## src/mips_isa_pkg.sv

```systemverilog
package mips_isa_pkg;

    // -------------------------------------------------------------------------
    // architectural widths
    // -------------------------------------------------------------------------

    typedef logic [31:0] word_t;     // gpr / memory data word
    typedef logic [31:0] vaddr_t;    // address as computed by execute
    typedef logic [31:0] paddr_t;    // address after segment mapping
    typedef logic [4:0]  reg_idx_t;  // gpr number, r0 is hardwired zero

    // -------------------------------------------------------------------------
    // memory ops handled by the lsu
    // -------------------------------------------------------------------------

    // loads first, stores after, so op[3] is never set for a load
    typedef enum logic [3:0] {
        OP_LB  = 4'd0,   // byte, sign extended
        OP_LBU = 4'd1,   // byte, zero extended
        OP_LH  = 4'd2,   // half, sign extended
        OP_LHU = 4'd3,   // half, zero extended
        OP_LW  = 4'd4,   // full word
        OP_LWL = 4'd5,   // left part of an unaligned word
        OP_LWR = 4'd6,   // right part of an unaligned word
        OP_SB  = 4'd7,   // store byte
        OP_SH  = 4'd8,   // store half
        OP_SW  = 4'd9    // store word
    } mem_op_t;

endpackage
```

## src/lsu_pkg.sv

```systemverilog
package lsu_pkg;

    // -------------------------------------------------------------------------
    // byte lanes
    // -------------------------------------------------------------------------

    // bit i covers data bits 8i+7 .. 8i
    typedef logic [3:0] byte_en_t;

    localparam byte_en_t BE_NONE = 4'b0000;
    localparam byte_en_t BE_ALL  = 4'b1111;

    // -------------------------------------------------------------------------
    // fixed mapping window (kseg0 + kseg1)
    // -------------------------------------------------------------------------

    localparam mips_isa_pkg::vaddr_t KSEG_LO = 32'h8000_0000;
    localparam mips_isa_pkg::vaddr_t KSEG_HI = 32'hBFFF_FFFF;
    localparam int SEG_MASK_BITS = 3;  // top bits cleared inside the window

    // -------------------------------------------------------------------------
    // structs passed between the lsu blocks
    // -------------------------------------------------------------------------

    // request from execute
    typedef struct packed {
        mips_isa_pkg::mem_op_t  op;
        mips_isa_pkg::vaddr_t   vaddr;
        mips_isa_pkg::word_t    store_data;   // raw rt value
        mips_isa_pkg::reg_idx_t dest;
    } lsu_req_t;

    // decoded control, also the stage register payload
    typedef struct packed {
        mips_isa_pkg::mem_op_t  op;
        logic [1:0]             byte_off;     // vaddr[1:0]
        byte_en_t               sram_wen;     // zero for loads and errors
        mips_isa_pkg::word_t    sram_wdata;   // lane-replicated store data
        logic                   is_load;
        logic                   addr_err;
        mips_isa_pkg::reg_idx_t dest;
    } lsu_ctrl_t;

    // writeback item
    typedef struct packed {
        mips_isa_pkg::word_t    data;
        byte_en_t               reg_be;       // per-byte gpr write enable
        mips_isa_pkg::reg_idx_t dest;
        logic                   addr_err;
    } lsu_wb_t;

endpackage

```

## src/lsu_top.sv

```systemverilog
`timescale 1ns/1ps

module lsu_top (
    input  logic                 clk,
    input  logic                 rst_n,

    // request from execute
    input  lsu_pkg::lsu_req_t    req,
    input  logic                 req_valid,
    output logic                 req_ready,

    // writeback item
    output lsu_pkg::lsu_wb_t     wb,
    output logic                 wb_valid,
    input  logic                 wb_ready,

    // data sram
    output logic                 sram_en,
    output lsu_pkg::byte_en_t    sram_wen,
    output mips_isa_pkg::paddr_t sram_addr,
    output mips_isa_pkg::word_t  sram_wdata,
    input  mips_isa_pkg::word_t  sram_rdata
);

    lsu_pkg::lsu_ctrl_t ctrl;
    lsu_pkg::lsu_ctrl_t stage_ctrl;
    logic               stage_valid;
    logic               stage_fresh;

    lsu_op_decode u_decode (
        .req  (req),
        .ctrl (ctrl)
    );

    lsu_access u_access (
        .clk         (clk),
        .rst_n       (rst_n),
        .ctrl        (ctrl),
        .vaddr       (req.vaddr),
        .req_valid   (req_valid),
        .req_ready   (req_ready),
        .wb_ready    (wb_ready),
        .stage_valid (stage_valid),
        .stage_ctrl  (stage_ctrl),
        .stage_fresh (stage_fresh),
        .sram_en     (sram_en),
        .sram_wen    (sram_wen),
        .sram_addr   (sram_addr),
        .sram_wdata  (sram_wdata)
    );

    load_align u_align (
        .clk         (clk),
        .rst_n       (rst_n),
        .stage_valid (stage_valid),
        .stage_ctrl  (stage_ctrl),
        .stage_fresh (stage_fresh),
        .sram_rdata  (sram_rdata),
        .wb          (wb),
        .wb_valid    (wb_valid)
    );

endmodule

```

## src/load_align.sv

```systemverilog
`timescale 1ns/1ps

module load_align (
    input  logic                clk,
    input  logic                rst_n,

    input  logic                stage_valid,
    input  lsu_pkg::lsu_ctrl_t  stage_ctrl,
    input  logic                stage_fresh,

    input  mips_isa_pkg::word_t sram_rdata,

    output lsu_pkg::lsu_wb_t    wb,
    output logic                wb_valid
);

    mips_isa_pkg::word_t rdata_hold;
    mips_isa_pkg::word_t rdata;
    logic [1:0]          b;
    logic [7:0]          sel_byte;
    logic [15:0]         sel_half;
    mips_isa_pkg::word_t load_data;
    lsu_pkg::byte_en_t   load_be;
    logic                be_kill;

    // -------------------------------------------------------------------------
    // read data hold
    // -------------------------------------------------------------------------

    // sram output is only good for one cycle, so keep a copy for stalls
    always_ff @(posedge clk) begin
        if (!rst_n) begin
            rdata_hold <= '0;
        end else if (stage_fresh) begin
            rdata_hold <= sram_rdata;
        end
    end

    assign rdata = stage_fresh ? sram_rdata : rdata_hold;  // bypass on first cycle

    // -------------------------------------------------------------------------
    // extraction
    // -------------------------------------------------------------------------

    assign b        = stage_ctrl.byte_off;
    assign sel_byte = rdata[{b, 3'b000} +: 8];
    assign sel_half = b[1] ? rdata[31:16] : rdata[15:0];

    always_comb begin
        load_data = rdata;
        load_be   = lsu_pkg::BE_ALL;
        case (stage_ctrl.op)
            mips_isa_pkg::OP_LB:  load_data = {{24{sel_byte[7]}}, sel_byte};
            mips_isa_pkg::OP_LBU: load_data = {24'b0, sel_byte};
            mips_isa_pkg::OP_LH:  load_data = {{16{sel_half[15]}}, sel_half};
            mips_isa_pkg::OP_LHU: load_data = {16'b0, sel_half};
            mips_isa_pkg::OP_LWL: begin
                // memory bytes b..0 land in the top of the register
                load_data = rdata << {~b, 3'b000};
                load_be   = lsu_pkg::byte_en_t'(4'b1111 << ~b);
            end
            mips_isa_pkg::OP_LWR: begin
                load_data = rdata >> {b, 3'b000};
                load_be   = lsu_pkg::byte_en_t'(4'b1111 >> b);  // low 4-b bytes
            end
            default: begin
                // lw and stores take the word as is
                load_data = rdata;
            end
        endcase
    end

    // -------------------------------------------------------------------------
    // writeback item
    // -------------------------------------------------------------------------

    // no register write for stores, bad addresses or r0
    assign be_kill = !stage_ctrl.is_load || stage_ctrl.addr_err ||
                     (stage_ctrl.dest == '0);

    always_comb begin
        wb.data     = stage_ctrl.is_load ? load_data : '0;
        wb.reg_be   = be_kill ? lsu_pkg::BE_NONE : load_be;
        wb.dest     = stage_ctrl.dest;
        wb.addr_err = stage_ctrl.addr_err;
    end

    assign wb_valid = stage_valid;

endmodule

```

## src/lsu_access.sv

```systemverilog
`timescale 1ns/1ps

module lsu_access (
    input  logic                 clk,
    input  logic                 rst_n,

    input  lsu_pkg::lsu_ctrl_t   ctrl,
    input  mips_isa_pkg::vaddr_t vaddr,
    input  logic                 req_valid,
    output logic                 req_ready,

    input  logic                 wb_ready,

    output logic                 stage_valid,
    output lsu_pkg::lsu_ctrl_t   stage_ctrl,
    output logic                 stage_fresh,

    output logic                 sram_en,
    output lsu_pkg::byte_en_t    sram_wen,
    output mips_isa_pkg::paddr_t sram_addr,
    output mips_isa_pkg::word_t  sram_wdata
);

    logic                 accept;
    logic                 in_kseg;
    mips_isa_pkg::paddr_t paddr;

    // -------------------------------------------------------------------------
    // handshake
    // -------------------------------------------------------------------------

    // stage frees up when its item leaves on this edge
    assign req_ready = !stage_valid || wb_ready;
    assign accept    = req_valid && req_ready;

    // -------------------------------------------------------------------------
    // one-entry stage register
    // -------------------------------------------------------------------------

    always_ff @(posedge clk) begin
        if (!rst_n) begin
            stage_valid <= 1'b0;
            stage_fresh <= 1'b0;
        end else begin
            if (accept) begin
                stage_valid <= 1'b1;
            end else if (wb_ready) begin
                stage_valid <= 1'b0;     // drained, nothing new
            end
            // read data shows up on sram_rdata right after the accept edge
            stage_fresh <= accept && ctrl.is_load;
        end
    end

    always_ff @(posedge clk) begin
        if (accept) begin
            stage_ctrl <= ctrl;
        end
    end

    // -------------------------------------------------------------------------
    // fixed segment mapping
    // -------------------------------------------------------------------------

    assign in_kseg = (vaddr >= lsu_pkg::KSEG_LO) && (vaddr <= lsu_pkg::KSEG_HI);

    always_comb begin
        paddr = vaddr;                   // kuseg / kseg2+ pass through
        if (in_kseg) begin
            paddr[$bits(mips_isa_pkg::paddr_t)-1 -: lsu_pkg::SEG_MASK_BITS] = '0;
        end
    end

    // -------------------------------------------------------------------------
    // sram drive, issued in the accept cycle
    // -------------------------------------------------------------------------

    assign sram_en    = accept && !ctrl.addr_err;
    assign sram_wen   = sram_en ? ctrl.sram_wen : lsu_pkg::BE_NONE;
    assign sram_addr  = paddr;
    assign sram_wdata = ctrl.sram_wdata;  // already lane shaped

endmodule

```

## src/lsu_op_decode.sv

```systemverilog
`timescale 1ns/1ps

module lsu_op_decode (
    input  lsu_pkg::lsu_req_t  req,
    output lsu_pkg::lsu_ctrl_t ctrl
);

    logic [1:0]          off;
    mips_isa_pkg::word_t sd;
    lsu_pkg::byte_en_t   wen;
    mips_isa_pkg::word_t wdata;
    logic                is_load;
    logic                misaligned;

    assign off = req.vaddr[1:0];
    assign sd  = req.store_data;

    // -------------------------------------------------------------------------
    // op class, store lanes, alignment
    // -------------------------------------------------------------------------

    always_comb begin
        is_load    = 1'b0;
        misaligned = 1'b0;
        wen        = lsu_pkg::BE_NONE;
        wdata      = sd;
        case (req.op)
            mips_isa_pkg::OP_LB,
            mips_isa_pkg::OP_LBU: begin
                is_load = 1'b1;
            end
            mips_isa_pkg::OP_LH,
            mips_isa_pkg::OP_LHU: begin
                is_load    = 1'b1;
                misaligned = off[0];         // half needs even offset
            end
            mips_isa_pkg::OP_LW: begin
                is_load    = 1'b1;
                misaligned = |off;
            end
            mips_isa_pkg::OP_LWL,
            mips_isa_pkg::OP_LWR: begin
                is_load = 1'b1;              // any offset is legal
            end
            mips_isa_pkg::OP_SB: begin
                wen   = lsu_pkg::byte_en_t'(4'b0001 << off);
                wdata = {4{sd[7:0]}};        // byte on every lane
            end
            mips_isa_pkg::OP_SH: begin
                misaligned = off[0];
                wen        = off[1] ? 4'b1100 : 4'b0011;
                wdata      = {2{sd[15:0]}};
            end
            mips_isa_pkg::OP_SW: begin
                misaligned = |off;
                wen        = lsu_pkg::BE_ALL;
            end
            default: begin
                // unused encodings act as no-ops
                is_load = 1'b0;
            end
        endcase
    end

    // -------------------------------------------------------------------------
    // pack the control word
    // -------------------------------------------------------------------------

    always_comb begin
        ctrl.op         = req.op;
        ctrl.byte_off   = off;
        ctrl.is_load    = is_load;
        ctrl.addr_err   = misaligned;
        ctrl.dest       = req.dest;
        ctrl.sram_wdata = wdata;

        // a misaligned store must not touch memory
        ctrl.sram_wen = misaligned ? lsu_pkg::BE_NONE : wen;
    end

endmodule

```

## config.mk

```make
export PLATFORM = sky130hd
export DESIGN_NAME = lsu_top
export DESIGN_NICKNAME = d
export VERILOG_FILES = /design/src/mips_isa_pkg.sv /design/src/lsu_pkg.sv /design/src/lsu_top.sv /design/src/load_align.sv /design/src/lsu_access.sv /design/src/lsu_op_decode.sv
export SDC_FILE = /design/constraint.sdc
export NUM_CORES = 1
export LEC_CHECK = 0
export BUFFER_PORTS_ARGS = -buffer_cell sky130_fd_sc_hd__buf_2
export CAP_MARGIN = 25
export CORE_UTILIZATION = 40
export CTS_CLUSTER_SIZE = 40
export DETAILED_ROUTE_END_ITERATION = 16
export MAX_ROUTING_LAYER = met4
export PLACE_DENSITY_LB_ADDON = 0.25
export SLEW_MARGIN = 20
export SYNTH_ARGS = -nofsm -noshare
export SYNTH_HDL_FRONTEND = slang
export SYNTH_SLANG_ARGS = --single-unit
```

## constraint.sdc

```tcl
create_clock -name clk -period 4 [get_ports clk]
set_input_delay 0.6 -clock clk [delete_from_list [all_inputs] [get_ports clk]]
set_output_delay 0.6 -clock clk [all_outputs]
set_load 0.02 [all_outputs]
```

# [Yosys cells after proc, flatten, opt, wreduce, memory -nomap -nowiden]
# Cells that the tools add are included.
[word_totals] input_bits=109 wordCells=65 ff_bits=47
[classes] n_eq_ne=14 bitwise_logic=1 order_cmp=2 n_reduce_logical=18 mux=16 shift=6
[ops] op="case mux 32 bit (6 select lines)" n=1
[ops] op="two-way mux 32 bit" n=2
[ops] op="case mux 32 bit (2 select lines)" n=1
[ops] op=">= comparator 32 bit, second input constant" n=1
[ops] op="less-or-equal comparator 32 bit, second input constant" n=1
[ops] op="variable part select 32 x 6 -> 8 bit" n=1
[ops] op="left shift 32 x 5 -> 32 bit" n=1
[ops] op="right shift 32 x 5 -> 32 bit" n=1
[ops] op="equality test 4 x 3 -> 1 bit, second input constant" n=6
[ops] op="equality test 4 x 2 -> 1 bit, second input constant" n=4
[ops] op="two-way mux 16 bit" n=1
[ops] op="two-way mux 4 bit" n=4
[ops] op="case mux 4 bit (3 select lines)" n=1
[ops] op="equality test 4 x 1 -> 1 bit, second input constant" n=2
[ops] op="equality test 4 bit, second input constant" n=2
[ops] op="zero test 4 bit" n=2
[ops] op="case mux 4 bit (2 select lines)" n=1
[ops] op="OR reduction 7 bit" n=1
[ops] op="zero test 5 bit" n=1
[ops] op="logical AND 1 bit" n=4
[ops] op="OR reduction 2 bit" n=2
[ops] op="left shift 1 x 2 -> 4 bit, first input constant" n=1
[ops] op="left shift 4 x 2 -> 4 bit, first input constant" n=1
[ops] op="right shift 4 x 2 -> 4 bit, first input constant" n=1
[ops] op="other kinds (8)" n=14

# [Longest topological paths before layout]
[depth] ltp_word=6 ltp_mapped=8 mapped_depth_nobuf=4

# [Cells and area by module]
# Synthesis repeated with hierarchy kept, for this count alone.
[hier_totals] hier_cells=624 area_unflattened_um2=6316.1
[modules_own_cells] module="load_align" instances=1 cells_per_inst=415 area_per_inst_um2=3534.6
[modules_own_cells] module="lsu_access" instances=1 cells_per_inst=128 area_per_inst_um2=2083.2
[modules_own_cells] module="lsu_op_decode" instances=1 cells_per_inst=81 area_per_inst_um2=698.2

# [Least setup slack after synthesis]
# Ideal clock, no wire load.
[synth_path] path_kind="input to output" startpoint="in wb_ready" endpoint="out sram_wen[0]" path_slack_ns=1.160 path_stages=4 n_path_buf=0 arrival_time_ns=2.240 cell_sequence="nand2b_1 and2_1 o311ai_0 nor3_1"
[synth_between] elab_chain_len=4
[synth_rtl] element="from (decl)" line_no="lsu_top.sv:15" rtl="input logic wb_ready,"
[synth_rtl] element="logical OR 1 bit" line_no="lsu_access.sv:33" rtl="assign req_ready = !stage_valid || wb_ready;"
[synth_rtl] element="logical AND 1 bit" line_no="lsu_access.sv:34" rtl="assign accept = req_valid && req_ready;"
[synth_rtl] element="named net u_access.accept" line_no="lsu_access.sv:24" rtl="logic accept;"
[synth_rtl] element="logical AND 1 bit" line_no="lsu_access.sv:78" rtl="assign sram_en = accept && !ctrl.addr_err;"
[synth_rtl] element="two-way mux 4 bit" line_no="lsu_access.sv:79" rtl="assign sram_wen = sram_en ? ctrl.sram_wen : lsu_pkg::BE_NONE;"
[synth_rtl] element="to (decl)" line_no="lsu_top.sv:19" rtl="output lsu_pkg::byte_en_t sram_wen,"
# The timed path passes the listed nets, and every way through them passes these cells.

==> qor.yml <==
cp.required_ps: 3400
start_kind: "flip-flop"
cts_buffers: 5
ys_ff_latch: 47
diodes: 0
synth-edff-count: 13
power_frac_seq: 0.350
io_buffers: 167
placeableCoreArea_um2: 12620
cts-resized-gates: 0
min_from: "req[4]"
grt_max_degree: 50
slew_violations: 0
comb_power_share: 0.330
post_drt_wl_per_cell_um: 19.86
synth_top_area_share: 0.1790
multi_input_area_um2: 3486
outcome: "completed"
syn-num-nets: 656
viasPerCell: 5.957
clockBufferDepth: 2
fp.dieH_um: 115.6
drive_above_1_share: 0.4485
synth_top_family_by_area: "multiplexers"
drt-total-wl_mm: 16.35
intPower_mw: 1.013
yosysTopAreaCell: "mux4_2"
dr.pass1.iters: 7
r2r_start: "u_access.stage_fresh"
globalplace.congestion: 0.9332
synthTopCellsByArea: "mux4_2 (18%), dfxtp_1 (13%), mux2_2 (9.8%)"
crit_type: "flip-flop to output port"
antenna_found_initial: 0
p_sw_frac: 0.3332
crit_start: "u_access.stage_ctrl[48]"
cts_tree: "done"
hold_viol: 0
power_density_nw_per_um2: 252.7
grt_pass1_vias: 4757
post_cts_buffers: 0
synth_compound_area_frac: 0.1735
hpwlAfterDp_mm: 11.83
grtUsageTotal: 0.2542
stdcell_area_um2: 6010
yosysSeqAreaShare: 0.2077
htree_levels: 2
path_max_fanout: 11
synth-async-reset-ratio: 0
p_leak_nw: 2.604
max_freq_mhz: 303.5
grt_pass1_wl_mm: 25.40
setup_viol: 0
setup.worst_path.end_class: "output port"
worst_pin_slew_ps: 814.6
rsz0062_at_grt: "no"
place_area_um2: 5828
ios: 222
final_nets: 759
cts_root_buffer: "clkbuf_16"
synthMuxAreaShare: 0.3379
ir_worst_vdd_v: 0.0001670
netlist_area_um2: 5157
fillCellCount: 1266
rows: 41
drc: 0
synth.avg_cell_area_um2: 9.429
final.period_utilization: 0.8238
synthCells: 547
vias: 4903
clock_skew_ps: 6.828
maxCapViolCount: 0
cp.arrival_ps: 2700
area_delta_synth_final_pct: 16.52
regArea_um2: 1075
tns_ps: 0
fin_crit_ps: 3295
yosysWarnings: 0
initial_core_util: 0.4087
p_clk_frac: 0.319
hold_path_class: "input pin to flip-flop"
clock-sinks: 47
ant_nets: 0
synthSimpleGateAreaFrac: 0.1591
grt_overflow_total: 0
die_width_um: 115.6
first_iter_violations: 402
synthFlopType: "dfxtp_1"
synthXorXnorAreaFrac: 0
relSlewSlack: 0.4569
clkSlewWorstSetupHoldPaths_ps: 70
synth_fa_ha_area_frac: 0
synth.distinct_cells: 54
hold_buffers: 0
p_sw_uw: 505.9
clk_latency_ps: 290
fp.dieArea_um2: 13350
[per-layer routing]
layer  GRT usage  up-vias  wire (µm)
li1            -     2259          -
met1      0.3252     2383       6988
met2      0.4104      222       7889
met3     0.03766       39       1135
met4     0.08658        0        333
met5           -        -          0
[final timing paths]
check	endpoint	slack (ps)	depth (start not counted)
setup / recovery	wb[37]	700	5
hold / removal	u_access.stage_ctrl[4]	490	1
setup reg to reg	u_align.rdata_hold[27]	2370	3
hold reg to reg	u_access.stage_valid	590	2
[power by group through the flow]
stage	sequential, mW	combinational, mW	clock (mW)
floorplan	0.531	0.378	0
global placement	0.541	0.489	0
detailed placement	0.542	0.496	0
CTS	0.532	0.497	0.498
global route	0.535	0.540	0.508
finish	0.532	0.501	0.485
[cells by family after synthesis]
logic type | Yosys count
buffers and inverters | 107
flip-flops | 47
AND/OR/NAND/NOR | 145
AO/OA/AOI/OAI | 134
multiplexers | 114
[sequential cells by signal, indices dropped and copies added, names as in the netlist]
register	flops
u_align.rdata_hold	32
u_access.stage_ctrl	13
u_access.stage_fresh	1
u_access.stage_valid	1
[stage by stage]
| step | hold slack (ps) | total power, mW | std cells | setup slack (ps) | utilization |
|---|---|---|---|---|---|
| 3_5_place_dp | 597.7 | 1.038 | 814 | 1071 | 0.4618 |
| 3_3_place_gp | 586.2 | 1.029 | 814 | 1080 | 0.4618 |
| 6_report | 487.3 | 1.518 | 823 | 704.7 | 0.4762 |
| 2_1_floorplan | 541.5 | 0.9092 | 547 | 1160 | - |
| 5_1_grt | 480.6 | 1.584 | 823 | 519.0 | 0.4762 |
| 4_1_cts | 488.2 | 1.527 | 822 | 753.4 | 0.4752 |
[placed cells by master, fill, tap and decap left out, types with 20 or more instances in the layout]
cell type	n
a21oi_1	20
a31oi_1	30
and2_1	23
buf_2	167
dfxtp_1	33
mux2_2	45
mux2i_1	26
mux4_2	41
nand2_1	34
nor2b_1	21
o21ai_0	28
[area by class of cell]
| cell class | count | share of cell area |
|---|---|---|
| Tap cell | 172 | 0.03581 |
| Multi-Input combinational cell | 393 | 0.5801 |
| Timing Repair Buffer | 184 | 0.1653 |
| Clock buffer | 5 | 0.02082 |
| Inverter | 19 | 0.01187 |
| Clock inverter | 3 | 0.007287 |
| Sequential cell | 47 | 0.1788 |
[synthesized netlist by cell type, types with 6 or more instances]
library cell and instances:
nand2_1 34, and2_1 23, nand2b_1 9, buf_2 16, and3_1 11, mux4_2 41, a21oi_1 20, a22oi_1 17
a32oi_1 6, o311a_1 6, mux2_2 45, nor2_1 11, nor3_1 14, inv_1 18, edfxtp_1 13, nor2b_1 21
clkbuf_1 19, buf_4 51, dfxtp_1 34, a31oi_1 31, a311oi_1 8, mux2i_1 26, o21ai_0 28
[worst max-delay path, stage by stage (launching register included)]
cell and delay, ps:
edfxtp_1 570, or3b_1 630, nor3_2 600, a22oi_1 220, a31oi_1 200, buf_2 190
No activity file was read; power rests on OpenSTA's default activity.
